[src/hw/dspm_pkg.sv]
// Shared constants and types; the scratchpad window must be aligned to its own size in bytes
`default_nettype none

package dspm_pkg;

  // ------------------------------
  // Widths and port count
  // ------------------------------
  localparam int unsigned NUM_PORTS = 2;
  localparam int unsigned ADDR_W    = 32;
  localparam int unsigned DATA_W    = 32;
  localparam int unsigned BE_W      = DATA_W / 8;

  typedef logic [ADDR_W-1:0] paddr_t;
  typedef logic [DATA_W-1:0] word_t;
  typedef logic [BE_W-1:0]   be_t;

  // ------------------------------
  // Scratchpad address map
  // ------------------------------
  localparam paddr_t      SPM_BASE  = 32'h1000_0000;
  localparam int unsigned SPM_WORDS = 256;
  localparam int unsigned SPM_IDX_W = 8;

  // Word index inside the scratchpad
  typedef logic [SPM_IDX_W-1:0] spm_idx_t;

  // Owner of an arbiter grant, one bit covers two ports
  typedef logic [0:0] port_sel_t;

  // ------------------------------
  // Router encodings
  // ------------------------------
  typedef enum logic {
    DEST_SPM    = 1'b0,
    DEST_BYPASS = 1'b1
  } req_dest_t;

  typedef enum logic [1:0] {
    RT_IDLE  = 2'd0,
    RT_ISSUE = 2'd1,
    RT_WAIT  = 2'd2
  } router_state_t;

endpackage

`default_nettype wire

[src/hw/mem_arbiter.sv]
// Lower port index always wins; the grant stays with one port until its response is taken
`timescale 1ns/1ps
`default_nettype none

module mem_arbiter (
  input  wire logic                                          clk_i,
  input  wire logic                                          arst_n_i,
  // Requester side, one entry per port
  input  wire logic [dspm_pkg::NUM_PORTS-1:0]                in_req_valid_i,
  output logic [dspm_pkg::NUM_PORTS-1:0]                     in_req_ready_o,
  input  wire dspm_pkg::paddr_t [dspm_pkg::NUM_PORTS-1:0]    in_addr_i,
  input  wire logic [dspm_pkg::NUM_PORTS-1:0]                in_we_i,
  input  wire dspm_pkg::be_t [dspm_pkg::NUM_PORTS-1:0]       in_be_i,
  input  wire dspm_pkg::word_t [dspm_pkg::NUM_PORTS-1:0]     in_wdata_i,
  output logic [dspm_pkg::NUM_PORTS-1:0]                     in_rsp_valid_o,
  input  wire logic [dspm_pkg::NUM_PORTS-1:0]                in_rsp_ready_i,
  output dspm_pkg::word_t [dspm_pkg::NUM_PORTS-1:0]          in_rsp_rdata_o,
  // Target side
  output logic                                               out_req_valid_o,
  input  wire logic                                          out_req_ready_i,
  output dspm_pkg::paddr_t                                   out_addr_o,
  output logic                                               out_we_o,
  output dspm_pkg::be_t                                      out_be_o,
  output dspm_pkg::word_t                                    out_wdata_o,
  input  wire logic                                          out_rsp_valid_i,
  output logic                                               out_rsp_ready_o,
  input  wire dspm_pkg::word_t                               out_rsp_rdata_i
);

  import dspm_pkg::*;

  logic      lock_q;
  port_sel_t owner_q;
  port_sel_t sel;

  // Fixed priority, scan from the top so the lowest valid index ends up selected
  always_comb begin
    sel = '0;
    for (int i = NUM_PORTS - 1; i >= 0; i--) begin
      if (in_req_valid_i[i]) begin
        sel = port_sel_t'(i);
      end
    end
  end

  // ------------------------------
  // Request path, no register
  // ------------------------------
  assign out_req_valid_o = !lock_q && (|in_req_valid_i);
  assign out_addr_o      = in_addr_i[sel];
  assign out_we_o        = in_we_i[sel];
  assign out_be_o        = in_be_i[sel];
  assign out_wdata_o     = in_wdata_i[sel];

  always_comb begin
    in_req_ready_o = '0;
    if (!lock_q) begin
      in_req_ready_o[sel] = out_req_ready_i;
    end
  end

  // ------------------------------
  // Response path to the owner
  // ------------------------------
  always_comb begin
    in_rsp_valid_o = '0;
    if (lock_q) begin
      in_rsp_valid_o[owner_q] = out_rsp_valid_i;
    end
  end

  assign out_rsp_ready_o = lock_q && in_rsp_ready_i[owner_q];
  // Data fans out to all ports, only the owner sees a valid
  assign in_rsp_rdata_o  = {NUM_PORTS{out_rsp_rdata_i}};

  always_ff @(posedge clk_i or negedge arst_n_i) begin
    if (!arst_n_i) begin
      lock_q  <= 1'b0;
      owner_q <= '0;
    end else if (out_req_valid_o && out_req_ready_i) begin
      lock_q  <= 1'b1;
      owner_q <= sel;
    end else if (out_rsp_valid_i && out_rsp_ready_o) begin
      lock_q  <= 1'b0;
    end
  end

endmodule

`default_nettype wire

[config.mk]
export PLATFORM = sky130hd
export DESIGN_NAME = mem_arbiter
export DESIGN_NICKNAME = d
export VERILOG_FILES = /design/src/hw/dspm_pkg.sv /design/src/hw/mem_arbiter.sv
export SDC_FILE = /design/constraint.sdc
export NUM_CORES = 1
export LEC_CHECK = 0
export BUFFER_PORTS_ARGS = -buffer_cell sky130_fd_sc_hd__buf_2
export CELL_PAD_IN_SITES_DETAIL_PLACEMENT = 0
export CELL_PAD_IN_SITES_GLOBAL_PLACEMENT = 2
export CORE_AREA = 2 2 122 124
export CTS_CLUSTER_DIAMETER = 100
export CTS_CLUSTER_SIZE = 20
export DETAILED_ROUTE_END_ITERATION = 7
export DIE_AREA = 0 0 124 126
export HOLD_SLACK_MARGIN = 0.1
export PLACE_DENSITY_LB_ADDON = 0.05
export SLEW_MARGIN = 20
export SYNTH_ARGS = -nofsm -noshare
export SYNTH_HDL_FRONTEND = slang
export SYNTH_SLANG_ARGS = --single-unit
[constraint.sdc]
create_clock -name clk_i -period 1.5 [get_ports clk_i]
set_input_delay 0.075 -clock clk_i [delete_from_list [all_inputs] [get_ports clk_i]]
set_output_delay 0.075 -clock clk_i [all_outputs]
set_load 0.05 [all_outputs]
==> summary.md <==
| Metric | Value |
|---|---|
| DRC errors left | `0` |
| Die width | `124 µm` |
| Max cap viols | `0` |
| Top Ports | `317` |
| First-pass GRT wire length | `10,200 µm` |
| H-tree levels | `1` |
| Fin crit share | `88.6%` |
| Worst endpoint required time | `1.42 ns` |
| Filler cells | `1,639` |
| Die ar. | `15,600 µm²` |
| Status | `complete, no violations` |
| Worst setup EP type | `output port` |
| Root Driver | `clkbuf_16` |
| Gpl congestion | `0.706` |
| Peak VDD IR | `0.868 mV` |
| Initial Utilization | `12.7%` |
| Antenna Nets Post-Route | `0` |
| Hpwl dp | `6970 µm` |
| CP Max Fanout | `7` |
| Wire per inst | `15.4 µm` |
| Clock Sinks | `2` |
| Seq cells post-synth | `2` |
| Largest net degree at the start of global routing | `30` |
| Chip height | `126 µm` |
| Hold slack | `0.150 ns` |
| Final Power | `0.00197 W` |
| Fraction of layout cells with a size suffix above 1 | `94.3%` |
| Max-slew violation count | `0` |
| Setup CP Type | `register to output port` |
| Crit path time final | `1.33 ns` |
| CTS buffer count | `3` |
| Fin Setup TNS | `0 ns` |
| CTS clk-pin slew, worst paths | `0.03 ns` |
| Drt total wl | `7670 µm` |
| P per Cell Area | `740 nW/µm²` |
| Layout area overhead | `47.1%` |
| Syn nets | `337` |
| Global Route Usage Sum | `8.53%` |
| Antenna violations before repair | `2` |
| IO buf count | `220` |
| Mapped Cells | `159` |
| Final-report setup violation count | `0` |
| Clock buffer depth | `2` |
| RSZ-0062 raised after global routing | `false` |
| Iter 0 DRT Violations | `28` |
| Post-synthesis sequential area ratio | `2.76%` |
| TritonCTS clock tree | `done` |
| Detailed-route via count | `1,707` |
| Maximum clock rate | `753 MHz` |
| Yosys cell types | `16` |
| Slew margin rel. | `80.8%` |
| Final core utilization | `18.6%` |
| Synthesis Warnings | `0` |
| Nets | `494` |
| Clock latency on the worst-skew pair | `0.22 ns` |
| Tightest Pin Transition | `0.290 ns` |
| Setup Skew | `0.000630 ns` |
| Crit path launch type | `register` |
| Post-Syn Area | `1810 µm²` |
| Avg Cell Area, Syn | `11.4 µm²` |
| WP data arrival | `1.25 ns` |
| Core area | `14,300 µm²` |
| Vias in the first global route | `1,676` |
| Placed cell area | `2580 µm²` |
| Leak | `1.64 nW` |
| Grt ovf | `0` |
| Number of cell rows | `44` |
| Drt pass-1 iters | `3` |
| Final Cell Area | `2670 µm²` |
| Vias per inst | `3.42` |
| Final Hold Violating Endpoints | `0` |
| HP Class | `input pin to output port` |
## sequential cells by signal (all words and copies together) (netlist names)
name	cells
lock_q	1
owner_q	1
## final timing paths
path | start | end | slack (ns) | cells after the start
max | lock_q$_DFFE_PN0P_ | in_req_ready_o[0] | 0.17 | 3
min | out_rsp_rdata_i[23] | in_rsp_rdata_o[55] | 0.15 | 0
max reg2reg | lock_q$_DFFE_PN0P_ | owner_q$_DFFE_PN0P_ | 0.53 | 2
min reg2reg | owner_q$_DFFE_PN0P_ | owner_q$_DFFE_PN0P_ | 0.59 | 1
max in group asynchronous | arst_n_i | lock_q$_DFFE_PN0P_ | 1.23 | 2
min in group asynchronous | arst_n_i | owner_q$_DFFE_PN0P_ | 0.17 | 2
## critical path, cell delays in order (launching register included)
cell,delay (ns)
dfrtp_1,0.44
nand2b_1,0.21
a21oi_1,0.12
buf_2,0.28
## repair_timing
item | in CTS | in global routing
hold endpoints to repair | 2 | 0
setup buffers | 0 | 0
hold buffers | 1 | 0
resized for setup | 0 | 0
## metal layers
metal,global-route usage (%),vias to the layer above,part of all wire (%)
met5,0,-,0.17
met3,3.35,18,14
met1,8.33,742,33
met4,1.12,2,0.99
li1,-,797,-
met2,16.9,148,52
## layout by cell type, fill, tap and decap left out, types with 2 or more instances in the layout
cell,synthesis,layout
dfrtp_1,2,2
buf_2,0,220
nor2_1,4,4
mux2_4,69,69
clkbuf_16,0,3
buf_12,7,3
o22a_1,2,2
## power by group
part,internal [W],leakage (nW),switching (W)
Combinational,0.000537,1.58,0.000926
Clock,0.000339,0.0370,0.0000563
Sequential,0.0000785,0.0226,0.0000379
Total,0.000955,1.64,0.00102
## synthesized netlist by cell type
| cell type | n | area share [%] |
|---|---|---|
| mux2i_1 | 1 | 0.55 |
| buf_6 | 1 | 0.62 |
| nand2b_1 | 2 | 0.69 |
| a21oi_1 | 1 | 0.28 |
| nand2_1 | 1 | 0.21 |
| o22a_1 | 2 | 0.97 |
| nor2b_1 | 1 | 0.35 |
| and3_1 | 1 | 0.35 |
| buf_4 | 64 | 26 |
| o21a_1 | 1 | 0.41 |
| mux2_4 | 69 | 57 |
| inv_1 | 1 | 0.21 |
| nor2_1 | 4 | 0.83 |
| and3b_1 | 1 | 0.48 |
| dfrtp_1 | 2 | 2.8 |
| buf_12 | 7 | 7.7 |
## area by class of cell
cell class	count	area, µm²	share of cell area (%)
Multi-Input combinational cell	84	1140	42.6
Timing Repair Buffer	224	1170	43.9
Tap cell	184	230	8.63
Inverter	1	3.75	0.141
Clock buffer	3	75.1	2.81
Sequential cell	2	50.0	1.88
Antenna cell	1	2.50	0.0938
## cell families after synthesis
group / count (synthesis) / share of synthesized area (%)
multiplexers: 70 / 57.7
buffers and inverters: 73 / 35.0
AO/OA/AOI/OAI: 4 / 1.66
AND/OR/NAND/NOR: 10 / 2.90
flip-flops: 2 / 2.76
## stage by stage
| step | worst slack (ns) | std cells |
|---|---|---|
| global placement | 0.235 | 494 |
| global route | 0.0516 | 498 |
| detailed placement | 0.235 | 494 |
| finish | 0.171 | 499 |
| CTS | 0.173 | 498 |
| floorplan | 0.0791 | 159 |
Power figures use the tool's default switching activity.
