===== src/hw/dspm_pkg.sv =====
// Shared constants and types; the scratchpad window must be aligned to its own size in bytes
`default_nettype none

package dspm_pkg;

  // ------------------------------
  // Widths and port count
  // ------------------------------
  localparam int unsigned NUM_PORTS = 2;
  localparam int unsigned ADDR_W    = 32;
  localparam int unsigned DATA_W    = 32;
  localparam int unsigned BE_W      = DATA_W / 8;

  typedef logic [ADDR_W-1:0] paddr_t;
  typedef logic [DATA_W-1:0] word_t;
  typedef logic [BE_W-1:0]   be_t;

  // ------------------------------
  // Scratchpad address map
  // ------------------------------
  localparam paddr_t      SPM_BASE  = 32'h1000_0000;
  localparam int unsigned SPM_WORDS = 256;
  localparam int unsigned SPM_IDX_W = 8;

  // Word index inside the scratchpad
  typedef logic [SPM_IDX_W-1:0] spm_idx_t;

  // Owner of an arbiter grant, one bit covers two ports
  typedef logic [0:0] port_sel_t;

  // ------------------------------
  // Router encodings
  // ------------------------------
  typedef enum logic {
    DEST_SPM    = 1'b0,
    DEST_BYPASS = 1'b1
  } req_dest_t;

  typedef enum logic [1:0] {
    RT_IDLE  = 2'd0,
    RT_ISSUE = 2'd1,
    RT_WAIT  = 2'd2
  } router_state_t;

endpackage

`default_nettype wire


===== src/hw/port_router.sv =====
// One request in flight per port; the request payload is held until the target accepts it
`timescale 1ns/1ps
`default_nettype none

module port_router (
  input  wire logic                clk_i,
  input  wire logic                arst_n_i,
  // Requester side
  input  wire logic                req_valid_i,
  output logic                     req_ready_o,
  input  wire dspm_pkg::paddr_t    req_addr_i,
  input  wire logic                req_we_i,
  input  wire dspm_pkg::be_t       req_be_i,
  input  wire dspm_pkg::word_t     req_wdata_i,
  output logic                     rsp_valid_o,
  input  wire logic                rsp_ready_i,
  output dspm_pkg::word_t          rsp_rdata_o,
  // Scratchpad arbiter side
  output logic                     spm_req_valid_o,
  input  wire logic                spm_req_ready_i,
  input  wire logic                spm_rsp_valid_i,
  output logic                     spm_rsp_ready_o,
  input  wire dspm_pkg::word_t     spm_rsp_rdata_i,
  // Bypass arbiter side
  output logic                     byp_req_valid_o,
  input  wire logic                byp_req_ready_i,
  input  wire logic                byp_rsp_valid_i,
  output logic                     byp_rsp_ready_o,
  input  wire dspm_pkg::word_t     byp_rsp_rdata_i,
  // Held request, shared by both arbiters
  output dspm_pkg::paddr_t         fwd_addr_o,
  output logic                     fwd_we_o,
  output dspm_pkg::be_t            fwd_be_o,
  output dspm_pkg::word_t          fwd_wdata_o
);

  import dspm_pkg::*;

  router_state_t state_q, state_d;
  req_dest_t     req_dest;
  req_dest_t     dest_q;
  logic          issue_ready;
  logic          to_spm;

  // Window check as a single unsigned compare, addresses below the base wrap high
  assign req_dest = ((req_addr_i - SPM_BASE) < paddr_t'(SPM_WORDS * BE_W)) ?
                    DEST_SPM : DEST_BYPASS;

  assign to_spm = (dest_q == DEST_SPM);

  // ------------------------------
  // Handshake steering
  // ------------------------------
  assign req_ready_o     = (state_q == RT_IDLE);
  assign spm_req_valid_o = (state_q == RT_ISSUE) && to_spm;
  assign byp_req_valid_o = (state_q == RT_ISSUE) && !to_spm;
  assign issue_ready     = to_spm ? spm_req_ready_i : byp_req_ready_i;

  // Response passes straight through, back-pressure included
  assign rsp_valid_o     = (state_q == RT_WAIT) &&
                           (to_spm ? spm_rsp_valid_i : byp_rsp_valid_i);
  assign rsp_rdata_o     = to_spm ? spm_rsp_rdata_i : byp_rsp_rdata_i;
  assign spm_rsp_ready_o = (state_q == RT_WAIT) && to_spm && rsp_ready_i;
  assign byp_rsp_ready_o = (state_q == RT_WAIT) && !to_spm && rsp_ready_i;

  always_comb begin
    state_d = state_q;
    unique case (state_q)
      RT_IDLE: begin
        if (req_valid_i) begin
          state_d = RT_ISSUE;
        end
      end
      RT_ISSUE: begin
        if (issue_ready) begin
          state_d = RT_WAIT;
        end
      end
      RT_WAIT: begin
        if (rsp_valid_o && rsp_ready_i) begin
          state_d = RT_IDLE;
        end
      end
      default: begin
        state_d = RT_IDLE;
      end
    endcase
  end

  always_ff @(posedge clk_i or negedge arst_n_i) begin
    if (!arst_n_i) begin
      state_q <= RT_IDLE;
      dest_q  <= DEST_SPM;
    end else begin
      state_q <= state_d;
      if (req_valid_i && req_ready_o) begin
        dest_q <= req_dest;
      end
    end
  end

  // Payload capture on the accepting edge
  always_ff @(posedge clk_i) begin
    if (req_valid_i && req_ready_o) begin
      fwd_addr_o  <= req_addr_i;
      fwd_we_o    <= req_we_i;
      fwd_be_o    <= req_be_i;
      fwd_wdata_o <= req_wdata_i;
    end
  end

endmodule

`default_nettype wire


===== config.mk =====
export PLATFORM = sky130hd
export DESIGN_NAME = port_router
export DESIGN_NICKNAME = d
export VERILOG_FILES = /design/src/hw/dspm_pkg.sv /design/src/hw/port_router.sv
export SDC_FILE = /design/constraint.sdc
export NUM_CORES = 1
export LEC_CHECK = 0
export ABC_AREA = 0
export BUFFER_PORTS_ARGS = -buffer_cell sky130_fd_sc_hd__buf_2
export CORE_AREA = 2 2 97 99
export DETAILED_ROUTE_END_ITERATION = 7
export DIE_AREA = 0 0 99 101
export MAX_ROUTING_LAYER = met4
export PLACE_DENSITY_LB_ADDON = 0.25
export SLEW_MARGIN = 15
export SYNTH_ARGS = -nofsm -noshare
export SYNTH_HDL_FRONTEND = slang
export SYNTH_SLANG_ARGS = --single-unit

===== constraint.sdc =====
create_clock -name clk_i -period 3.6 [get_ports clk_i]
set_input_delay 0.36 -clock clk_i [delete_from_list [all_inputs] [get_ports clk_i]]
set_output_delay 0.36 -clock clk_i [all_outputs]
set_load 0.1 [all_outputs]

==> results of run 1 <==
registers in the layout, summed over array words and instances, names as in the netlist:
register,count
fwd_wdata_o,32
state_q,2
fwd_addr_o,32
dest_q,1
fwd_be_o,4
fwd_we_o,1
where the power goes:
| part | total [W] | switching [W] | internal, W |
|---|---|---|---|
| combinational | 0.00168 | 0.00147 | 0.000212 |
| sequential | 0.00117 | 0.0000464 | 0.00112 |
| clock | 0.000639 | 0.000312 | 0.000327 |
Yosys cell counts:
| library cell | count |
|---|---|
| nor3_1 | 1 |
| o22a_1 | 1 |
| nand2b_1 | 2 |
| mux2i_1 | 3 |
| nor3b_2 | 1 |
| dfrtp_1 | 3 |
| buf_2 | 1 |
| mux2_4 | 16 |
| nand4_1 | 1 |
| mux2_2 | 16 |
| nand3_1 | 1 |
| nor3_2 | 1 |
| edfxtp_1 | 69 |
| buf_6 | 3 |
| o21bai_1 | 1 |
| o21ai_1 | 1 |
| inv_2 | 1 |
| nor2_1 | 6 |
| nor4_1 | 4 |
| inv_1 | 1 |
| nor4b_1 | 1 |
routing by layer:
metal  up-vias  global-route usage (%)  wire [microns]
li1       1040                       -               -
met1       980                    17.4            3040
met2       154                    22.7            3650
met3        11                    5.41             788
met4         0                    5.48             125
met5         -                       -               0
critical path, stage by stage, from the launching register on:
cell	delay, ps
dfrtp_2	980
mux2i_1	200
nor2_1	130
buf_2	440
cell families after synthesis:
family / Yosys count / share of synthesized area [%]
DFF: 72 / 77.4
muxes: 35 / 16.2
and+or+nand+nor: 18 / 3.88
buffers and inverters: 6 / 1.67
AOI/OAI and AO/OA: 3 / 0.767
cell type report:
type / count / area [sq um] / share of cell area, %
clock buffers: 9 / 124 / 2.85
clock inverters: 7 / 78.8 / 1.81
inverters: 2 / 7.51 / 0.173
multi-input cells: 56 / 586 / 13.5
flip-flops and latches: 72 / 2150 / 49.5
well taps: 111 / 139 / 3.20
repair buffers: 250 / 1260 / 29.0
worst min-delay path by stage:
| stage | start | to | slack [ps] |
|---|---|---|---|
| 2_1_floorplan | arst_n_i | dest_q$_DFFE_PN0P_ | 60 |
| 3_3_place_gp | arst_n_i | state_q[1]$_DFFE_PN0P_ | 160 |
| 3_5_place_dp | arst_n_i | state_q[1]$_DFFE_PN0P_ | 160 |
| 4_1_cts | req_wdata_i[30] | fwd_wdata_o[30]$_DFFE_PP_ | 160 |
| 5_1_grt | req_wdata_i[30] | fwd_wdata_o[30]$_DFFE_PP_ | 160 |
| 6_report | req_wdata_i[10] | fwd_wdata_o[10]$_DFFE_PP_ | 190 |
stage by stage:
step                      setup WS, ps  cell area [sq um]  utilization (%)
after floorplan                    514               2780                -
after global placement            1520               4130             46.0
after detailed placement          1480               4130             46.0
after CTS                         1090               4340             48.4
after global routing               994               4340             48.4
final                             1140               4340             48.4
==> impl_results.md, run 1 <==
* Status: finished, final reports clean
* Vias post-DR at 2,185
* Placed Cells at 490
* Largest net degree at the start of global routing at 43
* Post-synth top area cell: edfxtp_1
* DR pass1 iterations at 4
* Tmin final at 2460 ps
* Die area at 10000 sq um
* Commonest non-fill, non-tap cell in the layout: buf_2
* Worst vdd ir at 0.396 mV
* WP data required at 3240 ps
* Overall Global Routing Usage at 14.6%
* Cell count after synthesis at 134
* Initial antenna violation count at 0
* Pleak at 2.07 nW
* Worst Setup Path Type: reg2out
* TritonCTS Sinks at 72
* HPWL after DPL at 6190 microns
* Fin. max-slew vios at 0
* CTS clk-pin slew, worst paths at 90 ps
* CTS resizes at 0
* # hold bufs at CTS at 1
* Synthesized flop and latch total at 72
* Synth Area per Inst at 20.7 sq um
* Max-slew headroom at 37.2%
* GRT overflow at 0
* Hold Path Depth at 1
* Boundary pin count at 248
* Post-route non-filler standard cell count at 507
* R2r startpoint: state_q[0]$_DFFE_PN0P_
* P&R area growth vs syn at 56.7%
* Setup slack, reg-to-reg at 2000 ps
* Mapped cell area at 2770 sq um
* End of the worst register-to-register path: dest_q$_DFFE_PN0P_
* Via density at 4.31
* Post-synthesis sequential area ratio at 77.4%
* Core area at 8980 sq um
* CTS tree: done
* Post-DRT Antenna Nets at 0
* Fmax at 406 MHz
* Iter 0 DRT Violations at 38
* Unrepaired setup endpoints after global routing: no
* Yosys warns at 0
* # DRC at 0
* Die Span Y at 101 microns
* Layout cells sized above 1 at 76.0%
* Commonest cells after routing, fill and taps aside: buf_2 (247), edfxtp_1 (69), mux2_4 (16), mux2_2 (16), clkbuf_8 (9)
* Fillcell total at 807
* PortBufs at 247
* Crit path from: dest_q$_DFFE_PN0P_
* Global-route wire length before repair at 10,700 microns
* Setup_tns at 0 ps
* CTS Root Cell: clkbuf_8
* # setup viols final at 0
* Clock latency on the worst-skew pair at 340 ps
* Synth top area cells: edfxtp_1 (75%), mux2_4 (8.7%), mux2_2 (6.5%), dfrtp_1 (2.7%), buf_6 (1.2%)
* Post-layout nets at 532
* Detailed Route WL at 7610 microns
* CTS Buf Count at 9
* Post-CTS setup repair buffer count at 0
* Vias in the first global route at 2,159
* Bufs on Longest Clock Path at 2
* Share of the synthesized area in the top cell type at 74.7%
* Synth unique cells at 21
* Hold Crit Class: in2reg
* Max Fanout on Critical Path at 38
* Critical path endpoint: rsp_valid_o
* CP Launch Type: flip-flop
* Final hold violation count at 0
* Worst slew pin tran at 943 ps
* Row count at 35
* Wire per inst at 15.0 microns
* Max Cap Violations at 0
* FF-to-FF path depth at 4
* Total chip power at 0.00349 W
* Routability cong. at 0.874
* Critical Path AT at 2100 ps
* Diodes inserted at 0
* Clk_skew at 12.1 ps
* PD cells at 803 nW/um^2
* Final hold slack at 187 ps
* Syn nets at 275
* Initial Utilization at 30.9%
* Part of the cycle the worst path needs at 68.5%
* Die width at 99 microns
* Crit. End Element: output pin
* Clock H-tree levels at 3
(Power assumes the default switching activity.)
==> run 2, diff against run 1 <==
--- a/config.mk
+++ b/config.mk
@@ -5,11 +5,11 @@
 export SDC_FILE = /design/constraint.sdc
 export NUM_CORES = 1
 export LEC_CHECK = 0
-export ABC_AREA = 0
+export ABC_AREA = 1
 export BUFFER_PORTS_ARGS = -buffer_cell sky130_fd_sc_hd__buf_2
-export CORE_AREA = 2 2 97 99
+export CORE_AREA = 2 2 95 97
 export DETAILED_ROUTE_END_ITERATION = 7
-export DIE_AREA = 0 0 99 101
+export DIE_AREA = 0 0 97 99
 export MAX_ROUTING_LAYER = met4
 export PLACE_DENSITY_LB_ADDON = 0.25
 export SLEW_MARGIN = 15
==> constraint.sdc (replaced) <==
create_clock -name clk_i -period 2.4 [get_ports clk_i]
set_input_delay 0.24 -clock clk_i [delete_from_list [all_inputs] [get_ports clk_i]]
set_output_delay 0.24 -clock clk_i [all_outputs]
set_load 0.1 [all_outputs]
==> run 2 against run 1 <==
Net effect:
- global-route usage increased by 2.0 points
- non-clock buffer count increased by 1
- die area decreased by 4.0%
- worst hold slack got worse by 110 ps
- combinational power increased by 68%
- sequential share of layout area decreased by 0.35 points
- sequential power increased by 54%
- largest cell class unchanged
- largest power group unchanged
==> impl_results.md, run 2 <==
* Synthesized flop and latch total at 72 (unchanged)
* CTS resizes at 0 (unchanged)
* Boundary pin count at 248 (unchanged)
* Max Cap Violations at 0 (unchanged)
* Clock H-tree levels at 3 (unchanged)
* WP data required at 2160 ps (was 3240 ps)
* Part of the cycle the worst path needs at 88.3%
* PD cells at 1270 nW/um^2 (was 803 nW/um^2)
* Yosys warns at 0 (unchanged)
* Worst vdd ir at 0.674 mV (was 0.396 mV)
* Wire per inst at 13.7 microns (was 15.0 microns)
* Dpl cell area at 4180 sq um (was 4130 sq um)
* Final hold slack at 79.9 ps (was 187 ps)
* Status: finished, final reports clean (unchanged)
* Most numerous cell on the critical path: nand2_1
* Crit. End Element: output pin (unchanged)
* Most frequent cell after synthesis: nand2_1 (was edfxtp_1)
* PortBufs at 247 (unchanged)
* Fmax at 472 MHz
* Max-slew headroom at 62.8% (was 37.2%)
* Pleak at 2.16 nW (was 2.07 nW)
* Overall Global Routing Usage at 16.7% (was 14.6%)
* Vias post-DR at 2,591 (was 2,185)
* Hold Crit Class: in2reg (unchanged)
* CP Launch Type: flip-flop (unchanged)
* Tmin final at 2120 ps
* Fin. max-slew vios at 0 (unchanged)
* CTS Root Cell: clkbuf_8 (unchanged)
* Final hold violation count at 0 (unchanged)
* Total chip power at 0.00554 W (was 0.00349 W)
* Slowest cell delay on critical path at 420 ps (was 980 ps)
* Worst slew pin tran at 557 ps (was 943 ps)
* Global-route wire length before repair at 12,100 microns (was 10,700 microns)
* Post-CTS setup repair buffer count at 0 (unchanged)
* Top Registers: fwd_addr_o: 32 flops, fwd_wdata_o: 32 flops, fwd_be_o: 4 flops (unchanged)
* Post-synthesis sequential area ratio at 77.8% (was 77.4%)
* Commonest cells after routing, fill and taps aside: buf_2 (245), nand2_1 (114), edfxtp_1 (69) (was buf_2 (247), edfxtp_1 (69), mux2_4 (16), mux2_2 (16), clkbuf_8 (9))
* Min-delay src: req_wdata_i[17] (was req_wdata_i[10])
* Via density at 4.35 (was 4.31)
* Initial antenna violation count at 0 (unchanged)
* Core area at 8550 sq um (was 8980 sq um)
* Initial Utilization at 32.3% (was 30.9%)
* Routability cong. at 0.807 (was 0.874)
* R2r startpoint: dest_q$_DFFE_PN0P_ (was state_q[0]$_DFFE_PN0P_)
* Mapped cell area at 2760 sq um (was 2770 sq um)
* Layout cells sized above 1 at 55.4% (was 76.0%)
* Cell count after synthesis at 228 (was 134)
* Synth top area cells: edfxtp_1 (75%), nand2_1 (16%), nor2_1 (2.9%), dfrtp_1 (2.7%), inv_1 (0.82%) (was edfxtp_1 (75%), mux2_4 (8.7%), mux2_2 (6.5%), dfrtp_1 (2.7%), buf_6 (1.2%))
* Detailed Route WL at 8160 microns (was 7610 microns)
* Worst Setup Path Type: reg2out (unchanged)
* Diodes inserted at 0 (unchanged)
* Post-synth top cells: nand2_1 (114), edfxtp_1 (69), nor2_1 (21) (was edfxtp_1 (69), mux2_2 (16), mux2_4 (16))
* Critical Path AT at 1880 ps (was 2100 ps)
* Top cell family by delay on the critical path: buffers and inverters (was flip-flops)
* Slowest-stage cell, CP: inv_2 (was dfrtp_2)
* Iter 0 DRT Violations at 120 (was 38)
* P&R area growth vs syn at 58.5% (was 56.7%)
* HPWL after DPL at 6290 microns (was 6190 microns)
* # hold bufs at CTS at 1 (unchanged)
* Crit path from: dest_q$_DFFE_PN0P_ (unchanged)
* Largest net degree at the start of global routing at 58 (was 43)
* CTS Buf Count at 9 (unchanged)
* Synth Area per Inst at 12.1 sq um (was 20.7 sq um)
* Post-route non-filler standard cell count at 595 (was 507)
* Unrepaired setup endpoints after global routing: no (unchanged)
* Placed Cells at 579 (was 490)
* Die width at 97 microns (was 99 microns)
* Cell Chain, Critical Path: inv_2 > nand2_1 > nand2_1 > and2_4 > buf_2 (was mux2i_1 > nor2_1 > buf_2)
* GRT overflow at 0 (unchanged)
* Syn nets at 369 (was 275)
* Post-layout nets at 624 (was 532)
* TritonCTS Sinks at 72 (unchanged)
* Bufs on Longest Clock Path at 2 (unchanged)
* DR pass1 iterations at 4 (unchanged)
* CTS tree: done (unchanged)
* Post-DRT Antenna Nets at 0 (unchanged)
* Main synth FF type: edfxtp_1 (unchanged)
* Post-synth top area cell: edfxtp_1 (unchanged)
* Commonest non-fill, non-tap cell in the layout: buf_2 (unchanged)
* Async SR Flop Fraction at 4.17% (unchanged)
* Die Span Y at 99 microns (was 101 microns)
* CTS clk-pin slew, worst paths at 80 ps (was 90 ps)
* Synth unique cells at 13 (was 21)
* Max Fanout on Critical Path at 36 (was 38)
* Die area at 9600 sq um (was 10000 sq um)
* Row count at 34 (was 35)
* CP bufs+invs at 2 (was 1)
* Fin area at 4380 sq um (was 4340 sq um)
* # DRC at 0 (unchanged)
* Share of the synthesized area in the top cell type at 75.1% (was 74.7%)
* Clock latency on the worst-skew pair at 330 ps (was 340 ps)
* # setup viols final at 0 (unchanged)
* Vias in the first global route at 2,509 (was 2,159)
* Clk_skew at 6.41 ps (was 12.1 ps)
* Post-synth EDFFs at 69 (unchanged)
[run 2: per-layer routing]
metal	wire [microns]	vias to the layer above	global-route usage, %
met1	3330	1185	20.5
met2	4150	128	26.9
met3	531	14	3.90
met4	135	0	6.28
li1	-	1264	-
met5	0	-	-
[run 2: power breakdown]
part | leakage [nW] | total [W] | switching, W | internal, W
Sequential | 0.678 | 0.00180 | 0.0000805 | 0.00172
Combinational | 1.39 | 0.00283 | 0.00245 | 0.000383
Clock | 0.0945 | 0.000913 | 0.000441 | 0.000471
[run 2: per-stage QoR]
step,setup TNS (ps),util (%),setup WS (ps)
6_report,0,51.2,280
5_1_grt,0,51.2,139
4_1_cts,0,51.2,256
3_5_place_dp,0,48.9,628
3_3_place_gp,0,48.9,654
2_1_floorplan,-13100,-,-185
[run 2: final cells by class]
| class | instances | area [sq um] |
|---|---|---|
| well taps | 108 | 135 |
| flip-flops and latches | 72 | 2150 |
| clock inverters | 6 | 60.1 |
| multi-input cells | 141 | 567 |
| repair buffers | 251 | 1310 |
| inverters | 8 | 30.0 |
| clock buffers | 9 | 124 |
| fillers | 789 | 4180 |
[run 2: logic make-up after synthesis]
logic type             count (synthesis)  synth area share [%]
flip-flops                            72                  77.8
buffers and inverters                 15                  2.36
AND/OR/NAND/NOR                      141                  19.9
[run 2: final timing paths]
path,endpoint,slack (ps),depth (start not counted)
min reg2reg,state_q[1]$_DFFE_PN0P_,670,3
max reg2reg,state_q[1]$_DFFE_PN0P_,1010,7
min in group asynchronous,dest_q$_DFFE_PN0P_,260,2
max in group asynchronous,state_q[0]$_DFFE_PN0P_,2020,2
max,rsp_valid_o,280,5
min,fwd_wdata_o[17]$_DFFE_PP_,80,1
[run 2: worst register-to-register path, delay by kind of cell, from the launching register on]
kind | cells | cell delay, ps
AND/OR/NAND/NOR | 6 | 480
buffers and inverters | 1 | 420
flip-flops | 1 | 390
